## src/logic/acq_pkg.sv

```systemverilog
package acq_pkg;

    ////////////////////////////////////////////////////////////
    // sizes
    ////////////////////////////////////////////////////////////

    localparam int SAMPLE_W = 12;            // one adc conversion
    localparam int ADDR_W   = 10;            // circular buffer address
    localparam int DEPTH    = 1 << ADDR_W;   // buffer words, 1024

    ////////////////////////////////////////////////////////////
    // plain vector types
    ////////////////////////////////////////////////////////////

    typedef logic [SAMPLE_W-1:0] adc_sample_t;
    typedef logic [ADDR_W-1:0]   cbuf_addr_t;
    typedef logic [ADDR_W:0]     rd_count_t;     // one extra bit so a full buffer fits

    ////////////////////////////////////////////////////////////
    // structs
    ////////////////////////////////////////////////////////////

    // one buffer word, 26 bits, second sample in the upper half
    typedef struct packed {
        adc_sample_t second_sample;
        logic        second_ovr;
        adc_sample_t first_sample;
        logic        first_ovr;
    } sample_pair_t;

    // one access to the single ram port
    typedef struct packed {
        logic         wr;      // 1 = write, 0 = read
        cbuf_addr_t   addr;
        sample_pair_t wdata;   // ignored on reads
    } mem_req_t;

    // host readout command
    typedef struct packed {
        cbuf_addr_t start;
        rd_count_t  count;     // number of words, 0 is a no-op
    } rd_cmd_t;

endpackage

```

## src/logic/cbuf_writer.sv

```systemverilog
module cbuf_writer (
    input  logic                  adc_clk,
    input  logic                  rst_n,
    input  acq_pkg::sample_pair_t src_pair,
    input  logic                  src_valid,
    output acq_pkg::mem_req_t     wr_req,
    output logic                  wr_req_valid,
    output acq_pkg::cbuf_addr_t   wr_addr      // next free slot, host uses it to find newest
);

    ////////////////////////////////////////////////////////////
    // wrapping write address
    ////////////////////////////////////////////////////////////

    // sits at 0 while capture is idle, so the first pair of a
    // capture always lands at address 0
    always_ff @(posedge adc_clk) begin
        if (!rst_n) begin
            wr_addr <= '0;
        end else if (!src_valid) begin
            wr_addr <= '0;                  // idle, park at the start
        end else begin
            wr_addr <= wr_addr + 1'b1;      // natural wrap at DEPTH
        end
    end

    ////////////////////////////////////////////////////////////
    // write request
    ////////////////////////////////////////////////////////////

    // one write per valid pair, issued in the same cycle
    assign wr_req_valid = src_valid;

    always_comb begin
        wr_req.wr    = 1'b1;       // writer only ever writes
        wr_req.addr  = wr_addr;
        wr_req.wdata = src_pair;
    end

endmodule

```

## config.mk

```make
export PLATFORM = sky130hd
export DESIGN_NAME = cbuf_writer
export DESIGN_NICKNAME = d
export VERILOG_FILES = /design/src/logic/acq_pkg.sv /design/src/logic/cbuf_writer.sv
export SDC_FILE = /design/constraint.sdc
export NUM_CORES = 1
export LEC_CHECK = 0
export BUFFER_PORTS_ARGS = -buffer_cell sky130_fd_sc_hd__buf_2
export CELL_PAD_IN_SITES_DETAIL_PLACEMENT = 1
export CELL_PAD_IN_SITES_GLOBAL_PLACEMENT = 2
export CORE_MARGIN = 5
export CORE_UTILIZATION = 16
export CTS_BUF_LIST = sky130_fd_sc_hd__clkbuf_8
export DETAILED_ROUTE_END_ITERATION = 16
export MAX_ROUTING_LAYER = met4
export PLACE_DENSITY = 0.89
export SLEW_MARGIN = 20
export SYNTH_ARGS = -nofsm -noshare
export SYNTH_HDL_FRONTEND = slang
export SYNTH_SLANG_ARGS = --single-unit
```

## constraint.sdc

```tcl
create_clock -name adc_clk -period 1.8 [get_ports adc_clk]
set_clock_uncertainty 0.15 [all_clocks]
set_input_delay 0.18 -clock adc_clk [delete_from_list [all_inputs] [get_ports adc_clk]]
set_output_delay 0.18 -clock adc_clk [all_outputs]
set_load 0.05 [all_outputs]
```

==> results of run 1 <==
==> area by class of cell <==
| type | instances | area (um^2) |
|---|---|---|
| multi-input combinational | 34 | 203 |
| tap | 52 | 65.1 |
| inverter | 1 | 3.75 |
| fill | 522 | 3630 |
| sequential | 10 | 200 |
| clock buffer | 3 | 41.3 |
| timing repair buffer | 24 | 123 |
==> kinds of logic after synthesis <==
family,Yosys count
flops,10
other cells,1
compound gates,10
buf+inv,39
xor+xnor,3
simple gates,19
fa+ha+maj,1
==> report_power, final <==
group	total, mW	internal (mW)	switching [mW]	leakage [nW]
combinational	0.0382	0.00687	0.0313	0.172
sequential	0.228	0.224	0.00317	0.0808
clock	0.231	0.146	0.0850	0.0216
total	0.497	0.377	0.120	0.274
==> worst min path at each step <==
stage | start | endpoint | slack (ps) | depth (start not counted)
floorplan | src_valid | wr_addr[1] | 180 | 1
global route | rst_n | wr_addr[1] | 40 | 2
CTS | rst_n | wr_addr[1] | 30 | 2
detailed placement | src_pair[10] | wr_req[10] | 210 | 0
global placement | src_pair[10] | wr_req[10] | 210 | 0
finish | rst_n | wr_addr[1] | 40 | 2
==> through the flow <==
stage	utilization [%]	cell area [um^2]	instances	power, mW
floorplan	-	692	83	0.422
global placement	13.9	594	121	0.270
detailed placement	13.9	594	121	0.270
CTS	14.9	636	124	0.513
global route	14.9	636	124	0.523
finish	14.9	636	124	0.497
==> metal layers <==
layer	global-route usage, %	vias up	wire [um]
li1	-	218	-
met1	5.97	212	641
met2	6.65	23	486
met3	1.58	9	129
met4	6.21	0	70
met5	-	-	0
==> placed cells by master, fill, tap and decap left out <==
cell                        n
sky130_fd_sc_hd__buf_2     23
sky130_fd_sc_hd__dfxtp_1   10
sky130_fd_sc_hd__a21oi_1    5
sky130_fd_sc_hd__nor2_1     4
sky130_fd_sc_hd__nand2_1    3
sky130_fd_sc_hd__nand3_1    3
sky130_fd_sc_hd__o21ai_0    3
sky130_fd_sc_hd__clkbuf_8   3
sky130_fd_sc_hd__nand4_1    2
sky130_fd_sc_hd__or3_1      2
sky130_fd_sc_hd__o31ai_1    2
sky130_fd_sc_hd__or4_1      2
sky130_fd_sc_hd__xor2_1     2
sky130_fd_sc_hd__nand3_2    1
sky130_fd_sc_hd__inv_1      1
sky130_fd_sc_hd__or3_2      1
sky130_fd_sc_hd__xnor2_1    1
sky130_fd_sc_hd__and3_1     1
sky130_fd_sc_hd__ha_1       1
sky130_fd_sc_hd__conb_1     1
sky130_fd_sc_hd__buf_4      1
==> results_dict.tcl, run 1 <==
set metrics [dict create \
    via_count 462 \
    largest_reg_flops 10 \
    synth_commonest_cells "sky130_fd_sc_hd__buf_4 (38), sky130_fd_sc_hd__dfxtp_1 (10), sky130_fd_sc_hd__a21oi_1 (5), sky130_fd_sc_hd__nor2_1 (4)" \
    post_synth_num_cell_types 19 \
    synth-async-reset-ratio_pct 0 \
    tritoncts "built" \
    max_cap_violations 0 \
    firstDrtPassIters 3 \
    h-tree-depth 1 \
    critPathSlowestCell "sky130_fd_sc_hd__dfxtp_1" \
    whs_ps 42.4 \
    run_status "completed" \
    fmaxAchievable_mhz 648 \
    r2r_cells 4 \
    post_synth_mux_area_share_pct 0 \
    r2r_slack_ps 260 \
    leakagePower_nw 0.274 \
    period_minus_slack_ps 1540 \
    cp.buffers_inverters 0 \
    synth_cells 83 \
    worst-path-stages 4 \
    design.final.nets 104 \
    floorplan.die.height_um 75.8 \
    antenna_cells 0 \
    initial_core_util_pct 16.2 \
    cp_data_required_time_ps 1810 \
    critPathCapture "wr_addr[8]" \
    rsz0062_at_grt "false" \
    synthDominantCellAreaShare_pct 41.2 \
    synth-compound-area-share_pct 7.96 \
    arrival_time_of_the_worst_setup_path_ps 1560 \
    kind_of_start_point_of_the_critical_path "register" \
    ios 77 \
    yosys_most_used_dff "sky130_fd_sc_hd__dfxtp_1" \
    placementRows 24 \
    synthDominantAreaCellType "sky130_fd_sc_hd__buf_4" \
    min_path_type "in2reg" \
    drt_drc_violations_left 0 \
    grt-ovfl-total 0 \
    grt_max_degree 10 \
    synth_top_family_by_area "buffers and inverters" \
    synth-simple-area-share_pct 15.2 \
    numClockSinks 10 \
    reg.largest.list "wr_addr (10)" \
    place.gp.congestion 0.699 \
    synthesis.area_um2 692 \
    cts.path.max_buffers 2 \
    setup_viol_count_final 0 \
    critPathLaunch "wr_addr[0]" \
    hpwlAfterDp_um 1020 \
    maxSlewViolCount 0 \
    tritoncts.num_buffers 3 \
    cts.repair.resized 0 \
    worst_path_dominant_cell_family "simple AND/OR/NAND/NOR gates" \
    grt_first_pass_wirelength_um 2100 \
    yosysWarningCount 0 \
    synth.avg_cell_area_um2 8.34 \
    timing.rr.end "wr_addr[8]" \
    fp.dieW_um 75.8 \
    hold_viol 0 \
    synth.net_count 113 \
    regToRegStartpoint "wr_addr[0]" \
    path_cells "ha_1 -> nand4_1 -> or3_1 -> a21oi_1" \
    postcts_setup_bufs 0 \
    adder_cell_area_share_of_the_yosys_netlist_pct 1.81 \
    grt_use_total_pct 5.28 \
    power_density_over_the_cells_nw_per_um2 782 \
    critical_path_peak_fanout 6 \
    vdd_ir_drop_max_mv 0.233 \
    critical_path.max_stage_delay_ps 430 \
    yosysSeqAreaShare_pct 28.9 \
    place.port_buffers 23 \
    detail_route.wl_per_cell_um 10.7 \
    cp-end-kind "register" \
    place_ws_ps 251 \
    finalWorstSetupSlack_ps 257 \
    regMostFlops "wr_addr" \
    post_synth_xor_area_fraction_pct 3.80 \
    die-area_um2 5740 \
    critPathKind "reg2reg" \
    fin_setup_tns_ps 0 \
    first_global_vias 473 \
    clk_latency_ps 240 \
    core_area_um2 4260 \
    viasPerCell 3.73 \
    synth-edff-count 0 \
    synth.ff_latch_count 10 \
    detailed_route_iter0_violations 6 \
    routed_wl_um 1330 \
    cts.hold.buffers_added 0 \
    detail-route-antenna-nets 0 \
    cts-root-buf "sky130_fd_sc_hd__clkbuf_8" \
    synth_top_cells_by_area "sky130_fd_sc_hd__buf_4 (41%), sky130_fd_sc_hd__dfxtp_1 (29%), sky130_fd_sc_hd__a21oi_1 (3.6%)" \
    number_of_antenna_violations_at_the_first_check_in_global_routing 0 \
    yosysMostFrequentCell "sky130_fd_sc_hd__buf_4" \
    clk_pin_slew_ps 40 \
    layout_worst_path_cycle_share_pct 85.7 \
    drive_above_1_share_pct 40.3 \
    flow.area_growth_from_synthesis_pct -8.14 \
]
Note: power is estimated with default switching activity, not from simulation.
==> inputs of run 2 (changes only) <==
Settings changed: CORE_MARGIN 5 to 10, TNS_END_PERCENT set to 5.
==> run 2 against run 1 <==
Hold slack gained 6.2 ps. Final area is 0.39% lower. Power fell by 0.77%. Global-route usage decreased by 0.70 points. Flip-flop and latch count unchanged. Sequential power is essentially flat. Largest cell class unchanged. Setup slack worse by 5.5 ps. Maximum frequency decreased by 0.35%. Clock-buffer cell count did not move. Sequential share of layout area up 0.12 points. Highest routed layer is now met3. Largest power group is now sequential cells.
==> results_dict.tcl, run 2 (same netlist as run 1, synthesis figures left out) <==
set metrics [dict create \
    grt-ovfl-total 0 \
    grt_first_pass_wirelength_um 2620 \
    fmaxAchievable_mhz 646 \
    kind_of_start_point_of_the_critical_path "register" \
    via_count 472 \
    tritoncts.num_buffers 3 \
    cts.path.max_buffers 2 \
    initial_core_util_pct 16.9 \
    worst-path-stages 4 \
    detail-route-antenna-nets 0 \
    cp_data_required_time_ps 1810 \
    postcts_setup_bufs 0 \
    drive_above_1_share_pct 40.3 \
    multi_input_gate_area_um2 203 \
    setup_viol_count_final 0 \
    place.port_buffers 23 \
    hpwlAfterDp_um 1310 \
    final_common_cell "sky130_fd_sc_hd__buf_2" \
    firstDrtPassIters 2 \
    routed_wl_um 1610 \
    run_status "completed" \
    floorplan.die.height_um 85.8 \
    max_cap_violations 0 \
    critical_path.max_stage_delay_ps 420 \
    reg.largest.list "wr_addr (10)" \
    clk_latency_ps 230 \
    number_of_cells_traversed_by_the_worst_hold_path 2 \
    regMostFlops "wr_addr" \
    core_area_um2 4090 \
    grt_use_total_pct 4.58 \
    place.gp.congestion 0.702 \
    flow.area_growth_from_synthesis_pct -8.50 \
    worst_path_dominant_cell_family "simple AND/OR/NAND/NOR gates" \
    critical_path_peak_fanout 6 \
    worst_hold_startpoint "rst_n" \
    detail_route.wl_per_cell_um 13.2 \
    tritoncts "built" \
    fp.dieW_um 85.8 \
    final_cell_mix "sky130_fd_sc_hd__buf_2 (23), sky130_fd_sc_hd__dfxtp_1 (10), sky130_fd_sc_hd__a21oi_1 (5)" \
    period_minus_slack_ps 1550 \
    grt_max_degree 10 \
    h-tree-depth 1 \
    fill_cells 505 \
    critPathKind "reg2reg" \
    maxSlewViolCount 0 \
    arrival_time_of_the_worst_setup_path_ps 1560 \
    placementRows 23 \
    cp.buffers_inverters 0 \
    viasPerCell 3.87 \
    critPathSlowestCell "sky130_fd_sc_hd__dfxtp_1" \
    ios 77 \
    clk_pin_slew_ps 50 \
    power_density_over_the_cells_nw_per_um2 779 \
    regToRegStartpoint "wr_addr[0]" \
    detailed_route_iter0_violations 16 \
    cp-end-kind "register" \
    first_global_vias 508 \
    fin_total_pwr_mw 0.493 \
    number_of_antenna_violations_at_the_first_check_in_global_routing 0 \
    cts.repair.resized 0 \
    largest_reg_flops 10 \
    drt_drc_violations_left 0 \
    layout_worst_path_cycle_share_pct 86.0 \
    die-area_um2 7350 \
    cts.hold.buffers_added 0 \
    vdd_ir_drop_max_mv 0.393 \
    hold_viol 0 \
    leakagePower_nw 0.274 \
    r2r_cells 4 \
    critPathLaunch "wr_addr[0]" \
    fin_setup_tns_ps 0 \
    rsz0062_at_grt "false" \
    min_path_type "in2reg" \
    path_cells "ha_1 -> nand4_1 -> or3_1 -> a21oi_1" \
    numClockSinks 10 \
    antenna_cells 0 \
    seqCellArea_um2 200 \
    cts-root-buf "sky130_fd_sc_hd__clkbuf_8" \
    design.final.nets 104 \
]
[run 2: cell counts in the layout (fill, tap and decap cells not counted)]
No cell type changed its count.
[run 2: worst paths after layout]
kind                endpoint  slack [ps]
setup / recovery  wr_addr[8]         250
hold / removal    wr_addr[1]          50
setup reg to reg  wr_addr[8]         250
hold reg to reg   wr_addr[0]         350
[run 2: where the power goes]
group / switching [mW] / internal, mW / total (mW)
combinational: 0.0324 / 0.00710 / 0.0395
clock: 0.0803 / 0.146 / 0.226
sequential: 0.00311 / 0.224 / 0.227
total: 0.116 / 0.377 / 0.493
[run 2: final cells by class]
class	count	share of cell area, %
Timing Repair Buffer	24	19.4
Multi-Input combinational cell	34	32.0
Inverter	1	0.593
Clock buffer	3	6.52
Sequential cell	10	31.6
Tap cell	50	9.88
[run 2: worst register-to-register path: stages, from the launching register on]
cell and delay [ps]:
sky130_fd_sc_hd__dfxtp_1 420, sky130_fd_sc_hd__ha_1 240, sky130_fd_sc_hd__nand4_1 180, sky130_fd_sc_hd__or3_1 350, sky130_fd_sc_hd__a21oi_1 150
[run 2: through the flow]
step / std cells / setup slack, ps / utilization, % / cell area [um^2] / hold WS [ps]
after floorplan: 83 / 13.2 / - / 692 / 176
after global placement: 119 / 279 / 14.5 / 592 / 210
after detailed placement: 119 / 244 / 14.5 / 592 / 210
after CTS: 122 / 230 / 15.5 / 633 / 43.0
after global routing: 122 / 81.0 / 15.5 / 633 / 49.2
final: 122 / 252 / 15.5 / 633 / 48.5
[run 2: routing by layer]
metal | global-route usage [%] | vias to the layer above | share of wire [%]
met2 | 5.79 | 30 | 37
li1 | - | 219 | -
met4 | 0.449 | 0 | 0
met1 | 5.17 | 223 | 45
met5 | - | - | 0
met3 | 4.45 | 0 | 18
