## config.mk

```make
export PLATFORM = sky130hd
export DESIGN_NAME = readout_engine
export DESIGN_NICKNAME = d
export VERILOG_FILES = /design/src/logic/acq_pkg.sv /design/src/logic/readout_engine.sv
export SDC_FILE = /design/constraint.sdc
export NUM_CORES = 1
export LEC_CHECK = 0
export ABC_AREA = 0
export BUFFER_PORTS_ARGS = -buffer_cell sky130_fd_sc_hd__buf_4
export CAP_MARGIN = 20
export CORE_ASPECT_RATIO = 0.8
export CORE_MARGIN = 5
export CORE_UTILIZATION = 40
export DETAILED_ROUTE_END_ITERATION = 7
export PLACE_DENSITY = 0.74
export SLEW_MARGIN = 20
export SYNTH_ARGS = -nofsm -noshare
export SYNTH_HDL_FRONTEND = slang
export SYNTH_SLANG_ARGS = --single-unit
```

## constraint.sdc

```tcl
create_clock -name adc_clk -period 7.2 [get_ports adc_clk]
set_input_delay 0 -clock adc_clk [delete_from_list [all_inputs] [get_ports adc_clk]]
set_output_delay 0 -clock adc_clk [all_outputs]
set_load 0.02 [all_outputs]
```

## src/logic/acq_pkg.sv

```systemverilog
package acq_pkg;

    ////////////////////////////////////////////////////////////
    // sizes
    ////////////////////////////////////////////////////////////

    localparam int SAMPLE_W = 12;            // one adc conversion
    localparam int ADDR_W   = 10;            // circular buffer address
    localparam int DEPTH    = 1 << ADDR_W;   // buffer words, 1024

    ////////////////////////////////////////////////////////////
    // plain vector types
    ////////////////////////////////////////////////////////////

    typedef logic [SAMPLE_W-1:0] adc_sample_t;
    typedef logic [ADDR_W-1:0]   cbuf_addr_t;
    typedef logic [ADDR_W:0]     rd_count_t;     // one extra bit so a full buffer fits

    ////////////////////////////////////////////////////////////
    // structs
    ////////////////////////////////////////////////////////////

    // one buffer word, 26 bits, second sample in the upper half
    typedef struct packed {
        adc_sample_t second_sample;
        logic        second_ovr;
        adc_sample_t first_sample;
        logic        first_ovr;
    } sample_pair_t;

    // one access to the single ram port
    typedef struct packed {
        logic         wr;      // 1 = write, 0 = read
        cbuf_addr_t   addr;
        sample_pair_t wdata;   // ignored on reads
    } mem_req_t;

    // host readout command
    typedef struct packed {
        cbuf_addr_t start;
        rd_count_t  count;     // number of words, 0 is a no-op
    } rd_cmd_t;

endpackage

```

## src/logic/readout_engine.sv

```systemverilog
module readout_engine (
    input  logic                  adc_clk,
    input  logic                  rst_n,
    // host command
    input  acq_pkg::rd_cmd_t      cmd,
    input  logic                  cmd_valid,
    output logic                  cmd_ready,
    // buffer side, through the arbiter
    output acq_pkg::mem_req_t     rd_req,
    output logic                  rd_req_valid,
    input  logic                  rd_grant,
    input  acq_pkg::sample_pair_t rd_data,
    input  logic                  rd_data_valid,
    // output stream
    output acq_pkg::sample_pair_t out_pair,
    output logic                  out_valid,
    input  logic                  out_ready,
    output logic                  done        // one cycle after the last word
);

    typedef enum logic [2:0] {
        IDLE,
        REQUEST,     // read held until the arbiter grants
        WAIT_DATA,   // ram latency
        PRESENT,     // word on the stream
        FINISH       // done pulse
    } rd_state_t;

    rd_state_t            state;
    acq_pkg::cbuf_addr_t  rd_addr;     // address of the current word
    acq_pkg::rd_count_t   remaining;   // words left, current one included

    ////////////////////////////////////////////////////////////
    // fsm
    ////////////////////////////////////////////////////////////

    always_ff @(posedge adc_clk) begin
        if (!rst_n) begin
            state     <= IDLE;
            rd_addr   <= '0;
            remaining <= '0;
        end else begin
            case (state)
                IDLE: begin
                    if (cmd_valid) begin
                        rd_addr   <= cmd.start;
                        remaining <= cmd.count;
                        state     <= (cmd.count == '0) ? FINISH : REQUEST;
                    end
                end
                REQUEST: if (rd_grant) state <= WAIT_DATA;   // capture may stall us here
                WAIT_DATA: if (rd_data_valid) state <= PRESENT;
                PRESENT: begin
                    if (out_ready) begin
                        rd_addr   <= rd_addr + 1'b1;          // wraps modulo DEPTH
                        remaining <= remaining - 1'b1;
                        state     <= (remaining == acq_pkg::rd_count_t'(1)) ? FINISH : REQUEST;
                    end
                end
                FINISH:  state <= IDLE;
                default: state <= IDLE;
            endcase
        end
    end

    // output word, loaded once per read and held through back-pressure
    always_ff @(posedge adc_clk) begin
        if (state == WAIT_DATA && rd_data_valid) begin
            out_pair <= rd_data;
        end
    end

    ////////////////////////////////////////////////////////////
    // outputs
    ////////////////////////////////////////////////////////////

    assign cmd_ready    = (state == IDLE);
    assign rd_req_valid = (state == REQUEST);
    assign out_valid    = (state == PRESENT);
    assign done         = (state == FINISH);

    always_comb begin
        rd_req.wr    = 1'b0;
        rd_req.addr  = rd_addr;
        rd_req.wdata = '0;       // unused on a read
    end

    // the arbiter tag must only return data we asked for
    a_data_in_wait: assert property (
        @(posedge adc_clk) disable iff (!rst_n)
        rd_data_valid |-> state == WAIT_DATA
    );

endmodule

```

==> run metrics, run 1 <==
status=completed; ys async rst share=0%; CTS tree=yes; DP Cell Count=413; vias=2377; # diodes=0; Synth Flop Type=edfxtp_1; simple-gate portion of the synthesized area=18.65%; WP buf/inv=0; worst hold stages=3; core area=0.005974 mm²; vias in the first global route=2262; mean routed wirelength per cell=15.93 µm; post-route minimum period=2.264 ns; Overall Global Routing Usage=18.20%; Worst path slowest cell=or4b_1; # fillers=500; WP data required=7.40 ns; period utilisation layout=31.44%; Synth top area share=31.37%; HP Class=primary input to flop; H-tree level count=2; Setup Fix Bufs, Post-CTS=0; CP delay by family, top=simple AND/OR/NAND/NOR gates; Post-route DRC=0; M1 GR Usage=22.07%; Synth Area in Compound Gates=16.24%; Synth Warn #=0; count leader, synth=buf_4; most frequent cells after synthesis=buf_4, edfxtp_1, dfxtp_1; Root Buffer=clkbuf_8; die height=80.55 µm; Post-Synth XOR/XNOR Area=0.3519%; CP Cell Sequence=or4b_1 > nand2_1 > nand2_1 > o32ai_1; first-pass GRT wire length=11290 µm; PD cells=261.1 mW/mm²; sequential fraction of the synthesis area=50.68%; largest family of logic cells by synthesized area=simple AND/OR/NAND/NOR gates; Max rail drop VDD=108.4 µV; most frequent CP cell=nand2_1; routed vias/inst=5.224; Worst-Margin Slew=0.6959 ns; Critical R2R Launch=state[0]$_SDFFE_PN0P_; RD Place Congestion=0.8759; Initial Utilization=41.65%; main area contributors after synthesis=edfxtp_1, dfxtp_1, buf_4, a21oi_1, o21ai_0; global route hottest layer=met2; Layout Cells excl Fill=455; # rows=25; Unique masters post-synth=50; Die ar.=0.007909 mm²; dpl hpwl=5016 µm; Mapped Avg Cell Area=9.876 µm²; layout cells sized above 1=28.61%; clk_lat worst skew=0.31 ns; CTS Sinks=50; leading area contributor after synthesis=edfxtp_1; clock buffer count from CTS=5; initial antenna violation count=0; flop2flop setup slack=4.94 ns; unrepaired setup endpoints after global routing=no; clock tree buffer depth=2; met2 usage=31.45%; instance count on the critical path=4; Iter 0 DRT Violations=233; Synth Area in Adders=1.508%; largest net degree at the start of global routing=41; multiplexer share of the synthesized area=0.9050%; Area Growth Syn to Fin=43.24%; crit end category=flop; grt ovf=0; hold buffer count at cts=34; Worst Skew=0.01125 ns; max_cap viols=0; Post-DRT Antenna Nets=0; Worst Path Arrival=2.46 ns; reg-to-reg critical path endpoint=rd_addr[4]$_SDFFE_PN0P_; Max-Slew Margin vs Limit=53.18%; Final setup viols=0; critical path class=flop to flop; Worst Hold Path EP=remaining[4]$_SDFFE_PN0P_; Ports=120; Post-Synthesis Cells=252; clock slew at reported path FFs=0.10 ns; DRT Wirelength=7249 µm; post-synthesis cell area=0.002489 mm²; fin nets=429; drt first pass iters=4; CP Launch Type=flop; Final Hold Viols=0; met3 track demand over resource=3.212%; chip width=98.19 µm; CP max FO=20; Crit path largest cell delay=0.58 ns; Post-synth EDFFs=26; flops & latches, synth=50; Achievable Freq=441.7 MHz; worst r2r path cells=4; Buffers on Ports=92; Static Leak=1.446 nW; Hold Path Origin=cmd[4]; Final Max Tran Viols=0; setup tns final=0 ns; # resized after CTS=0
==> kinds of logic (layout without fill, tap and decap cells) <==
kind of cell	count (synthesis)	count (layout)
AO/OA/AOI/OAI	65	65
XOR/XNOR	1	1
adder cells (fa/ha/maj)	3	3
buffers and inverters	46	142
flip-flops	50	50
multiplexers	1	1
other	1	27
AND/OR/NAND/NOR	85	85
==> placed cells by master, fill, tap and decap left out, drive strengths merged, types with 2 or more instances in the layout <==
cell type / synthesis / routed
o21ai: 16 / 16
nand2: 17 / 17
edfxtp: 26 / 26
a31oi: 3 / 3
o211ai: 2 / 2
dlygate4sd3: 0 / 34
and2: 4 / 4
nand2b: 2 / 2
a21oi: 19 / 19
nor3b: 6 / 6
clkinv: 1 / 3
ha: 3 / 3
conb: 1 / 27
inv: 5 / 5
nand4: 5 / 5
nand3b: 2 / 2
or3: 3 / 3
nor2: 12 / 12
a22oi: 3 / 3
dfxtp: 24 / 24
buf: 32 / 94
o22ai: 4 / 4
nor4: 5 / 5
clkbuf: 8 / 5
a21o: 2 / 2
nand3: 9 / 9
o221ai: 2 / 2
a211oi: 5 / 5
nor3: 11 / 11
or4: 3 / 3
==> where the power goes <==
part           total (W)  switching, W  internal (W)
clock           0.000164     0.0000955     0.0000684
combinational   0.000361      0.000211      0.000150
sequential      0.000406     0.0000535      0.000352
total           0.000931      0.000360      0.000570
==> metrics by stage <==
| step | instance area, µm² | power (W) | hold slack, ns | worst slack, ns | utilization (%) |
|---|---|---|---|---|---|
| 3_5_place_dp | 3134 | 0.0007515 | 0.1793 | 4.966 | 52.46 |
| 6_report | 3565 | 0.0009306 | 0.01575 | 4.936 | 59.66 |
| 4_1_cts | 3565 | 0.0009328 | 0.007826 | 4.922 | 59.66 |
| 3_3_place_gp | 3134 | 0.0007444 | 0.1781 | 5.047 | 52.46 |
| 2_1_floorplan | 2586 | 0.0006440 | 0.09887 | 4.291 | - |
| 5_1_grt | 3565 | 0.0009913 | 0.01114 | 4.735 | 59.66 |
==> worst max path at each step <==
stage                          start                   endpoint
2_1_floorplan  state[1]$_SDFFE_PN0P_      out_pair[0]$_DFFE_PP_
3_3_place_gp   state[0]$_SDFFE_PN0P_    rd_addr[9]$_SDFFE_PN0P_
3_5_place_dp   state[0]$_SDFFE_PN0P_    rd_addr[9]$_SDFFE_PN0P_
4_1_cts        state[0]$_SDFFE_PN0P_    rd_addr[4]$_SDFFE_PN0P_
5_1_grt        state[2]$_SDFFE_PN0P_  remaining[6]$_SDFFE_PN0P_
6_report       state[0]$_SDFFE_PN0P_    rd_addr[4]$_SDFFE_PN0P_
==> per-layer routing <==
layer | vias to the layer above | part of all wire (%)
li1 | 1125 | -
met1 | 1123 | 38
met2 | 107 | 53
met3 | 22 | 6.0
met4 | 0 | 3.3
met5 | - | 0
==> tightest hold or removal path, delay by kind of cell <==
kind / cells / cell delay (ns)
buffers and inverters: 1 / 0.09
AOI/OAI and AO/OA: 2 / 0.20
==> state kept, by name, indices dropped and copies added, names as in the netlist <==
| register | count |
|---|---|
| state | 3 |
| out_pair | 26 |
| rd_addr | 10 |
| remaining | 11 |
==> layout make-up <==
class,count,area (µm²),area share (%)
Clock buffer,5,68.82,1.931
Tap cell,81,101.3,2.843
Clock inverter,3,21.27,0.5967
Multi-Input combinational cell,182,1044,29.27
Timing Repair Buffer,128,1046,29.34
Sequential cell,50,1261,35.38
Inverter,6,22.52,0.6318
Power figures use the tool's default switching activity.
==> run 2, diff against run 1 <==
--- a/config.mk
+++ b/config.mk
@@ -12,7 +12,7 @@
 export CORE_MARGIN = 5
 export CORE_UTILIZATION = 40
 export DETAILED_ROUTE_END_ITERATION = 7
-export PLACE_DENSITY = 0.74
+export PLACE_DENSITY = 0.77
 export SLEW_MARGIN = 20
 export SYNTH_ARGS = -nofsm -noshare
 export SYNTH_HDL_FRONTEND = slang
==> constraint.sdc (replaced) <==
create_clock -name adc_clk -period 1.9 [get_ports adc_clk]
set_input_delay 0 -clock adc_clk [delete_from_list [all_inputs] [get_ports adc_clk]]
set_output_delay 0 -clock adc_clk [all_outputs]
set_load 0.02 [all_outputs]
==> run 2 against run 1 <==
Against the previous run:
- register-to-register slack lost 4.8 ns
- clock skew is 0.0033 ns higher
- the flow now finishes with violations (negative hold slack)
- critical endpoint is now remaining[7]$_SDFFE_PN0P_
- fmax increased by 30%
- clock-buffer cell count stayed put
- clock power rose to 3.9 times the previous value
==> run metrics, run 2 (synthesis results as in run 1) <==
DRT Wirelength=7135 µm; Die ar.=0.007909 mm²; worst hold stages=3; RD Place Congestion=0.8890; Achievable Freq=574.6 MHz; worst r2r path cells=4; clock buffer count from CTS=5; largest net degree at the start of global routing=27; Critical R2R Launch=remaining[0]$_SDFFE_PN0P_; Post-Route Utilization=60.88%; DP Cell Count=422; die height=80.55 µm; vias=2309; Max-Slew Margin vs Limit=57.46%; # rows=25; reg-to-reg critical path endpoint=remaining[7]$_SDFFE_PN0P_; Worst-Margin Slew=0.6322 ns; worst slack at placement=0.1270 ns; Worst Path Arrival=1.92 ns; Area Growth Syn to Fin=46.15%; status=complete, but fails checks; Worst Hold Path EP=rd_addr[4]$_SDFFE_PN0P_; first-pass GRT wire length=11070 µm; Final setup viols=0; register area=0.001261 mm²; # fillers=482; Initial Utilization=41.65%; unrepaired setup endpoints after global routing=no; max_cap viols=0; WP data required=2.08 ns; Root Buffer=clkbuf_8; CP Launch Type=flop; commonest non-fill, non-tap cell in the layout=buf_4; CTS tree=yes; HP Class=primary input to flop; drt first pass iters=4; grt ovf=0; flop2flop setup slack=0.16 ns; Post-DRT Antenna Nets=0; most frequent cells in the layout=buf_4, dlygate4sd3_1, conb_1, edfxtp_1, dfxtp_1; Static Leak=1.480 nW; Buffers on Ports=92; setup tns final=0 ns; Reg with most FFs=out_pair; Max rail drop VDD=375.7 µV; clock slew at reported path FFs=0.10 ns; Ports=120; Overall Global Routing Usage=17.81%; clk_lat worst skew=0.31 ns; Final Max Tran Viols=0; Post-route DRC=0; layout cells sized above 1=30.71%; initial antenna violation count=0; Worst Skew=0.01460 ns; clock tree buffer depth=2; post-route minimum period=1.740 ns; violated checks=negative hold slack; Top Registers=out_pair: 26 flops, remaining: 11 flops, rd_addr: 10 flops; Final Total Pwr=0.003669 W; critical path class=flop to flop; PD cells=1009 mW/mm²; hold_ws=-0.0002680 ns; core area=0.005974 mm²; mean routed wirelength per cell=15.44 µm; Iter 0 DRT Violations=173; Hold Path Origin=cmd[15]; Layout Cells excl Fill=462; CP max FO=6; crit end category=flop; Setup Fix Bufs, Post-CTS=0; CTS Sinks=50; chip width=98.19 µm; # diodes=0; worst setup margin=0.1597 ns; max reg flops=26; dpl hpwl=5088 µm; period utilisation layout=91.59%; fin nets=436; routed vias/inst=4.998; H-tree level count=2; footprint of the multi-input gates=0.001054 mm²; vias in the first global route=2113; Final Hold Viols=1
[run 2: repair_timing]
item / in CTS / in global routing
endpoints found under the setup margin: 0 / 1
resized for setup: 0 / 1
endpoints found under the hold margin: 32 / 0
hold buffers: 32 / 0
[run 2: layer usage]
metal	global-route usage [%]	wire length, µm	share of wire, %	up-vias
li1	-	-	-	1141
met1	22.20	2827	40	1106
met2	31.93	3903	55	57
met3	3.125	334	4.7	5
met4	4.911	70	0.98	0
met5	0	0	0	-
[run 2: worst max path at each step]
stage	start	endpoint	cells past startpoint
2_1_floorplan	state[1]$_SDFFE_PN0P_	out_pair[0]$_DFFE_PP_	3
3_3_place_gp	remaining[0]$_SDFFE_PN0P_	remaining[7]$_SDFFE_PN0P_	4
3_5_place_dp	remaining[0]$_SDFFE_PN0P_	remaining[7]$_SDFFE_PN0P_	4
4_1_cts	remaining[0]$_SDFFE_PN0P_	remaining[7]$_SDFFE_PN0P_	4
5_1_grt	remaining[0]$_SDFFE_PN0P_	remaining[7]$_SDFFE_PN0P_	4
6_report	remaining[0]$_SDFFE_PN0P_	remaining[7]$_SDFFE_PN0P_	4
[run 2: critical path, cell delays in order, from the launching register on]
cell,delay [ns]
dfxtp_1,0.36
or4_4,0.59
or4_1,0.41
a21oi_1,0.15
o22ai_1,0.09
[run 2: stage by stage]
step	hold WS, ns	instance area (µm²)
6_report	-0.0002680	3637
3_3_place_gp	0.1783	3221
2_1_floorplan	0.09887	2597
4_1_cts	0.001130	3633
5_1_grt	0.02967	3637
3_5_place_dp	0.1795	3221
[run 2: report_power, final]
group | total [W] | internal [W] | switching, W | leakage, nW
Combinational | 0.00155 | 0.000676 | 0.000875 | 1.01
Sequential | 0.00148 | 0.00133 | 0.000147 | 0.433
Clock | 0.000636 | 0.000264 | 0.000373 | 0.0408
[run 2: cell type report]
cell class | instances | share of cell area [%]
Inverter | 6 | 0.6192
Tap cell | 81 | 2.786
Multi-Input combinational cell | 182 | 28.96
Timing Repair Buffer | 135 | 30.41
Clock inverter | 3 | 0.6536
Clock buffer | 5 | 1.892
Sequential cell | 50 | 34.67
