File: config.mk
export PLATFORM = sky130hd
export DESIGN_NAME = cbuf_arbiter
export DESIGN_NICKNAME = d
export VERILOG_FILES = /design/src/logic/acq_pkg.sv /design/src/logic/cbuf_arbiter.sv
export SDC_FILE = /design/constraint.sdc
export NUM_CORES = 1
export LEC_CHECK = 0
export BUFFER_PORTS_ARGS = -buffer_cell sky130_fd_sc_hd__clkbuf_2
export CAP_MARGIN = 20
export CORE_ASPECT_RATIO = 1.25
export CORE_MARGIN = 5
export CORE_UTILIZATION = 22
export CTS_CLUSTER_DIAMETER = 150
export CTS_CLUSTER_SIZE = 8
export DETAILED_ROUTE_END_ITERATION = 10
export PLACE_DENSITY = 0.81
export SLEW_MARGIN = 10
export SYNTH_ARGS = -nofsm -noshare
export SYNTH_HDL_FRONTEND = slang
export SYNTH_SLANG_ARGS = --single-unit
File: constraint.sdc
create_clock -name adc_clk -period 0.8 [get_ports adc_clk]
set_clock_uncertainty 0.1 [all_clocks]
set_input_delay 0.04 -clock adc_clk [delete_from_list [all_inputs] [get_ports adc_clk]]
set_output_delay 0.04 -clock adc_clk [all_outputs]
set_load 0.01 [all_outputs]
File: src/logic/acq_pkg.sv
package acq_pkg;

    ////////////////////////////////////////////////////////////
    // sizes
    ////////////////////////////////////////////////////////////

    localparam int SAMPLE_W = 12;            // one adc conversion
    localparam int ADDR_W   = 10;            // circular buffer address
    localparam int DEPTH    = 1 << ADDR_W;   // buffer words, 1024

    ////////////////////////////////////////////////////////////
    // plain vector types
    ////////////////////////////////////////////////////////////

    typedef logic [SAMPLE_W-1:0] adc_sample_t;
    typedef logic [ADDR_W-1:0]   cbuf_addr_t;
    typedef logic [ADDR_W:0]     rd_count_t;     // one extra bit so a full buffer fits

    ////////////////////////////////////////////////////////////
    // structs
    ////////////////////////////////////////////////////////////

    // one buffer word, 26 bits, second sample in the upper half
    typedef struct packed {
        adc_sample_t second_sample;
        logic        second_ovr;
        adc_sample_t first_sample;
        logic        first_ovr;
    } sample_pair_t;

    // one access to the single ram port
    typedef struct packed {
        logic         wr;      // 1 = write, 0 = read
        cbuf_addr_t   addr;
        sample_pair_t wdata;   // ignored on reads
    } mem_req_t;

    // host readout command
    typedef struct packed {
        cbuf_addr_t start;
        rd_count_t  count;     // number of words, 0 is a no-op
    } rd_cmd_t;

endpackage

File: src/logic/cbuf_arbiter.sv
module cbuf_arbiter (
    input  logic                  adc_clk,
    input  logic                  rst_n,
    // writer, highest priority
    input  acq_pkg::mem_req_t     wr_req,
    input  logic                  wr_req_valid,
    // reader
    input  acq_pkg::mem_req_t     rd_req,
    input  logic                  rd_req_valid,
    output logic                  rd_grant,
    // ram port
    output acq_pkg::mem_req_t     ram_req,
    output logic                  ram_en,
    input  acq_pkg::sample_pair_t ram_rdata,
    // read return
    output acq_pkg::sample_pair_t rd_data,
    output logic                  rd_data_valid
);

    logic rd_tag;   // a granted read is in the ram this cycle

    ////////////////////////////////////////////////////////////
    // grant
    ////////////////////////////////////////////////////////////

    // adc data can't wait, reader only gets idle slots
    assign rd_grant = rd_req_valid & ~wr_req_valid;
    assign ram_en   = wr_req_valid | rd_req_valid;
    assign ram_req  = wr_req_valid ? wr_req : rd_req;

    ////////////////////////////////////////////////////////////
    // read return
    ////////////////////////////////////////////////////////////

    always_ff @(posedge adc_clk) begin
        if (!rst_n) begin
            rd_tag <= 1'b0;
        end else begin
            rd_tag <= rd_grant;   // ram answers one edge later
        end
    end

    assign rd_data       = ram_rdata;
    assign rd_data_valid = rd_tag;

    // a write always takes the port at once and never produces
    // a read return in the cycle after
    a_wr_wins: assert property (
        @(posedge adc_clk) disable iff (!rst_n)
        wr_req_valid |-> (ram_en && ram_req.wr && ram_req.addr == wr_req.addr)
                         ##1 !rd_data_valid
    );

endmodule

==> results.txt, run 1 <==
kind of critical path: in2out
Post-Synthesis Cells: 71
placed cell areas: 1130 um2
CP dominant cell by count: clkbuf_16
Inst Count DP: 196
gpl congestion: 0.711
Synth cell types: 7
Slew @ Worst Pin: 179 ps
flip-flop count of the largest register after layout: 1
critical-path cell list: clkbuf_16 > clkbuf_16 > mux2_4 > buf_6
first-pass GRT wire length: 5.42 mm
max_cap viols: 0
initial antenna violation count: 0
Total GRT Usage: 16.0%
vias in the first global route: 1,129
clock slew at reported path FFs: 0 ps
Layout fillers: 242
critical path arrival: 800 ps
Peak VDD IR: 0.000379 V
outcome: finished with violations
most frequent cells in the layout: 96 x clkbuf_2, 26 x mux2_4, 24 x dlygate4sd3_1
Site Rows: 22
setup TNS: -4350 ps
register area: 20.0 um2
minimum clock period: 935 ps
final worst path period share: 117%
PortBufs: 117
DR WL/cell: 19.6 um
Finished Layout Cells: 227
#FFs+latches synth: 1
Max stage delay on crit path: 310 ps
WP data required: 660 ps
most common cell after layout, fill and taps aside: clkbuf_2
Area Overhead vs Synth: 151%
total gr overflow: 0
area of the multi-input gates: 538 um2
Final Cell Area: 1750 um2
PwrDens: 652 nW/um2
WL final: 4.44 mm
drt first pass iters: 2
largest net degree at the start of global routing: 11
die span in x: 60.4 um
overall power: 1.14 mW
Syn. warnings: 0
final setup vio count: 39
die area: 4410 um2
final hold viol count: 0
Setup crit end kind: output pin
routed via count: 1,017
Hold Path Class: in2reg
n_diodes: 0
DR vias/cell: 4.48
Slew Limit Fails: 0
initial core utilization: 23.3%
Post-Syn Area: 698 um2
Critical Path Slowest Stage Cell: mux2_4
crit-path max FO: 6
Die H: 73.0 um
final antenna-violating net count: 0
Max-slew headroom: 88.1%
DRC violations left: 0
share of layout cells above drive strength 1: 84.8%
initial drt markers: 31
RSZ-0062 raised after global routing: true
final worst slack: -135 ps
failing checks: setup timing
CP startpoint kind: input pin
core area: 3000 um2
pre-CTS WS: -196 ps
sequential share of the synthesized area: 2.87%
fmax: 1070 MHz
leakage: 1.01 nW
Syn Area/Cell: 9.83 um2
Syn Nets: 175
final net count: 297
I/O Pins: 170
-- path summary, 6_finish.rpt --
path	from	endpoint	slack (ps)	depth (start not counted)
setup / recovery	wr_req_valid	ram_req[4]	-140	4
hold / removal	rst_n	rd_data_valid$_SDFF_PN0_	200	2
-- cells in the mapped netlist --
master,count,share of area [%]
buf_4,26,28
buf_6,4,6.5
and3b_1,1,1.3
mux2_2,37,60
or2_2,1,0.90
dfxtp_1,1,2.9
nor2b_1,1,0.90
-- timing repair --
item,4_1_cts,5_1_grt
endpoints found under the hold margin,26,0
hold buffers,26,0
gates cloned,2,2
setup endpoints to repair,38,41
setup buffers,1,0
gates resized for setup,18,56
-- through the flow --
| stage | hold slack, ps | utilization, % |
|---|---|---|
| 3_3_place_gp | -19.9 | 37.6 |
| 4_1_cts | 200 | 50.6 |
| 5_1_grt | 206 | 58.3 |
| 2_1_floorplan | 71.8 | - |
| 3_5_place_dp | -19.9 | 37.6 |
| 6_report | 198 | 58.3 |
-- metal layers --
layer	vias up	wire length [um]	track usage [%]
met5	-	0	0
met4	0	55	1.97
met3	4	768	6.19
met2	108	2450	33.2
met1	441	1170	14.1
li1	464	-	-
-- final cells by class --
type	count	share of cell area (%)
tap	36	2.58
multi-input combinational	40	30.8
sequential	1	1.14
timing repair buffer	150	65.5
-- cells by family after synthesis --
| family | share of synthesized area, % |
|---|---|
| mux | 59.7 |
| simple gates | 3.05 |
| buf+inv | 34.4 |
| flops | 2.87 |
-- worst max-delay path, delay by kind of cell --
| family | cells | cell delay, ps |
|---|---|---|
| buf+inv | 3 | 430 |
| mux | 1 | 310 |
-- power breakdown --
part	internal, mW	total [mW]	switching (mW)
Sequential	0.0529	0.0533	0.000385
Clock	0	0	0
Combinational	0.685	1.09	0.403
(Power assumes the default switching activity.)
==> run 2: changes to the inputs <==
==> config.mk (replaced) <==
export PLATFORM = sky130hd
export DESIGN_NAME = cbuf_arbiter
export DESIGN_NICKNAME = d
export VERILOG_FILES = /design/src/logic/acq_pkg.sv /design/src/logic/cbuf_arbiter.sv
export SDC_FILE = /design/constraint.sdc
export NUM_CORES = 1
export LEC_CHECK = 0
export CAP_MARGIN = 20
export CORE_AREA = 5 5 63 65
export CTS_CLUSTER_DIAMETER = 150
export CTS_CLUSTER_SIZE = 8
export DETAILED_ROUTE_END_ITERATION = 10
export DIE_AREA = 0 0 68 70
export DONT_BUFFER_PORTS = 1
export SLEW_MARGIN = 10
export SYNTH_ARGS = -nofsm -noshare
export SYNTH_HDL_FRONTEND = slang
export SYNTH_SLANG_ARGS = --single-unit
==> results.txt, run 2 (synthesis gave the netlist of run 1 again) <==
outcome: completed (was finished with violations)
DRC violations left: 0 (unchanged)
most frequent cells in the layout: 37 x mux2_2, 26 x dlygate4sd3_1 (was 96 x clkbuf_2, 26 x mux2_4, 24 x dlygate4sd3_1)
final antenna-violating net count: 0 (unchanged)
setup TNS: 0 ps (was -4350 ps)
Slew Limit Fails: 0 (unchanged)
initial antenna violation count: 0 (unchanged)
leakage: 0.273 nW (was 1.01 nW)
Max-slew headroom: 84.7% (was 88.1%)
initial core utilization: 21.3% (was 23.3%)
WL final: 3.33 mm (was 4.44 mm)
most common cell after layout, fill and taps aside: mux2_2 (was clkbuf_2)
gpl congestion: 0.704 (was 0.711)
Max stage delay on crit path: 600 ps (was 310 ps)
fmax: 1280 MHz (was 1070 MHz)
n_diodes: 0 (unchanged)
hold slack: 38.7 ps (was 198 ps)
first-pass GRT wire length: 4.18 mm (was 5.42 mm)
crit-path max FO: 1 (was 6)
final worst slack: 17.2 ps (was -135 ps)
PwrDens: 655 nW/um2 (was 652 nW/um2)
core area: 3280 um2 (was 3000 um2)
die area: 4760 um2 (was 4410 um2)
Hold Path Class: in2out (was in2reg)
Site Rows: 21 (was 22)
RSZ-0062 raised after global routing: false (was true)
I/O Pins: 170 (unchanged)
Die H: 70 um (was 73.0 um)
Peak VDD IR: 0.000202 V (was 0.000379 V)
minimum clock period: 783 ps (was 935 ps)
drt first pass iters: 2 (unchanged)
pre-CTS WS: 253 ps (was -196 ps)
share of layout cells above drive strength 1: 56.7% (was 84.8%)
final hold viol count: 0 (unchanged)
vias in the first global route: 617 (was 1,129)
CP startpoint kind: input pin (unchanged)
die span in x: 68 um (was 60.4 um)
Setup crit end kind: output pin (unchanged)
final setup vio count: 0 (was 39)
critical path arrival: 640 ps (was 800 ps)
kind of critical path: in2out (unchanged)
Critical Path Slowest Stage Cell: dlygate4sd3_1 (was mux2_4)
CTS-repair resized insts: 0 (was 18)
max_cap viols: 0 (unchanged)
critical-path cell list: dlygate4sd3_1 (was clkbuf_16 > clkbuf_16 > mux2_4 > buf_6)
DR WL/cell: 29.5 um (was 19.6 um)
DR vias/cell: 4.67 (was 4.48)
routed via count: 528 (was 1,017)
initial drt markers: 10 (was 31)
PortBufs: 0 (was 117)
final worst path period share: 97.9% (was 117%)
WP data required: 660 ps (about the same)
Area Overhead vs Synth: 11.1% (was 151%)
Layout fillers: 355 (was 242)
Slew @ Worst Pin: 229 ps (was 179 ps)
final net count: 173 (was 297)
total gr overflow: 0 (unchanged)
overall power: 508 uW (was 1.14 mW)
CP top delay family: buffers and inverters (unchanged)
flip-flop count of the largest register after layout: 1 (unchanged)
Total GRT Usage: 11.8% (was 16.0%)
largest net degree at the start of global routing: 41 (was 11)
WP buf/inv: 1 (was 3)
[run 2: worst paths after layout]
check / start / endpoint / depth (start not counted)
worst max-delay path: ram_rdata[8] / rd_data[8] / 1
worst min-delay path: wr_req_valid / rd_grant / 1
[run 2: power by group]
group	switching, mW	internal, mW	total [mW]
Clock	0	0	0
Combinational	0.220	0.234	0.454
Sequential	0.00176	0.0530	0.0547
Total	0.221	0.287	0.508
[run 2: area by class of cell]
type | instances | area [um2] | area share (%)
flip-flops and latches | 1 | 20.0 | 2.58
multi-input cells | 40 | 438 | 56.5
repair buffers | 26 | 260 | 33.5
well taps | 46 | 57.6 | 7.42
[run 2: timing repair]
| item | in CTS | in global routing |
|---|---|---|
| hold buffers | 26 | 0 |
| endpoints found under the hold margin | 26 | 0 |
| buffers inserted | 0 | 0 |
[run 2: through the flow]
stage	std cells	utilization, %	area [um2]
after global placement	87	15.7	515
after floorplan	71	-	698
after global routing	113	23.6	776
after CTS	113	23.6	776
final	113	23.6	776
after detailed placement	87	15.7	515
[run 2: metal layers]
metal  share of wire [%]  wire, um  GRT usage [%]  up-vias
li1                    -         -              -      215
met1                  31      1030           11.7      226
met2                  56      1870           24.5       87
met3                  13       433           3.04        0
met4                   0         0              0        0
met5                   0         0              0        -
==> run 3: changes to the inputs <==
--- a/config.mk
+++ b/config.mk
@@ -12,6 +12,7 @@
 export DETAILED_ROUTE_END_ITERATION = 10
 export DIE_AREA = 0 0 68 70
 export DONT_BUFFER_PORTS = 1
+export RECOVER_POWER = 50
 export SLEW_MARGIN = 10
 export SYNTH_ARGS = -nofsm -noshare
 export SYNTH_HDL_FRONTEND = slang
==> results.txt, run 3 (synthesis gave the netlist of run 1 again) <==
initial core utilization: 21.3% (unchanged)
WL final: 3.31 mm (was 3.33 mm)
DRC violations left: 0 (unchanged)
total gr overflow: 0 (unchanged)
DR vias/cell: 4.67 (unchanged)
final net count: 173 (unchanged)
CP top delay family: buffers and inverters (unchanged)
WP data required: 660 ps (about the same)
critical-path cell list: dlygate4sd3_1 (unchanged)
most common cell after layout, fill and taps aside: mux2_1 (was mux2_2)
Critical Path Slowest Stage Cell: dlygate4sd3_1 (unchanged)
Total GRT Usage: 11.8% (unchanged)
Slew @ Worst Pin: 229 ps (unchanged)
n_diodes: 0 (unchanged)
Peak VDD IR: 0.000185 V (was 0.000202 V)
routed via count: 528 (unchanged)
RSZ-0062 raised after global routing: false (unchanged)
core area: 3280 um2 (unchanged)
Final Cell Area: 776 um2 (unchanged)
pre-CTS WS: 253 ps (unchanged)
final hold viol count: 0 (unchanged)
outcome: completed (unchanged)
Clock power frac: 0% (about the same)
kind of critical path: in2out (unchanged)
Max stage delay on crit path: 600 ps (about the same)
PortBufs: 0 (unchanged)
initial drt markers: 4 (was 10)
DR WL/cell: 29.3 um (was 29.5 um)
leakage: 0.277 nW (was 0.273 nW)
critical path arrival: 640 ps (about the same)
final setup vio count: 0 (unchanged)
gpl congestion: 0.704 (unchanged)
first-pass GRT wire length: 4.18 mm (unchanged)
final worst path period share: 97.7% (was 97.9%)
flip-flop count of the largest register after layout: 1 (unchanged)
PwrDens: 615 nW/um2 (was 655 nW/um2)
initial antenna violation count: 0 (unchanged)
Psw: 221 uW (about the same)
Inst Count DP: 87 (unchanged)
Setup crit end kind: output pin (unchanged)
most frequent cells in the layout: 28 x mux2_1, 26 x dlygate4sd3_1, 9 x mux2_2 (was 37 x mux2_2, 26 x dlygate4sd3_1)
CP startpoint kind: input pin (unchanged)
Die H: 70 um (unchanged)
Slew Limit Fails: 0 (unchanged)
fmax: 1280 MHz (about the same)
Finished Layout Cells: 113 (unchanged)
Pint: 256 uW (was 287 uW)
largest net degree at the start of global routing: 41 (unchanged)
vias in the first global route: 617 (unchanged)
switching share of power: 46.4% (was 43.6%)
Area Overhead vs Synth: 11.1% (unchanged)
placed cell areas: 515 um2 (unchanged)
area of the multi-input gates: 438 um2 (unchanged)
Site Rows: 21 (unchanged)
WP buf/inv: 1 (unchanged)
share of layout cells above drive strength 1: 14.9% (was 56.7%)
Layout fillers: 355 (unchanged)
final worst slack: 18.2 ps (was 17.2 ps)
drt first pass iters: 2 (unchanged)
minimum clock period: 782 ps (was 783 ps)
crit-path max FO: 1 (unchanged)
max_cap viols: 0 (unchanged)
die area: 4760 um2 (unchanged)
Reg power frac: 11.5% (was 10.8%)
Hold Path Class: in2out (unchanged)
register area: 20.0 um2 (unchanged)
Post-CTS Setup Inserts: 0 (unchanged)
die span in x: 68 um (unchanged)
I/O Pins: 170 (unchanged)
overall power: 477 uW (was 508 uW)
setup TNS: 0 ps (unchanged)
Max-slew headroom: 84.7% (unchanged)
Comb pwr share: 88.5% (was 89.2%)
final antenna-violating net count: 0 (unchanged)
==> run 3: area by class of cell <==
cell class	instances	area share, %
tap	46	7.42
timing repair buffer	26	33.5
sequential	1	2.58
multi-input combinational	40	56.5
==> run 3: power groups by stage <==
stage                     logic, mW  clock network (mW)  registers (mW)
after global routing          0.450                   0          0.0550
after detailed placement      0.314                   0          0.0548
final                         0.422                   0          0.0547
after CTS                     0.464                   0          0.0548
after floorplan               0.440                   0          0.0545
after global placement        0.314                   0          0.0548
==> run 3: path summary, 6_finish.rpt <==
check | cells past startpoint | start | endpoint | slack, ps
setup / recovery | 1 | ram_rdata[8] | rd_data[8] | 20
hold / removal | 1 | wr_req_valid | rd_grant | 40
==> run 3: per-layer routing <==
| metal | track usage (%) | up-vias | routed length (um) |
|---|---|---|---|
| met4 | 0 | 0 | 0 |
| met3 | 3.04 | 0 | 461 |
| met1 | 11.7 | 227 | 1020 |
| met2 | 24.5 | 87 | 1840 |
| met5 | 0 | - | 0 |
| li1 | - | 214 | - |
==> run 3: metrics by stage <==
step / hold slack (ps) / utilization, %
2_1_floorplan: 71.8 / -
3_3_place_gp: -19.9 / 15.7
5_1_grt: 40.6 / 23.6
3_5_place_dp: -19.9 / 15.7
4_1_cts: 36.7 / 23.6
6_report: 38.2 / 23.6
==> run 3: repair_timing <==
action | CTS | global route
hold endpoints to repair | 26 | 0
endpoints found under the setup margin | 0 | 0
gates resized for setup | 0 | 0
hold buffers | 26 | 0
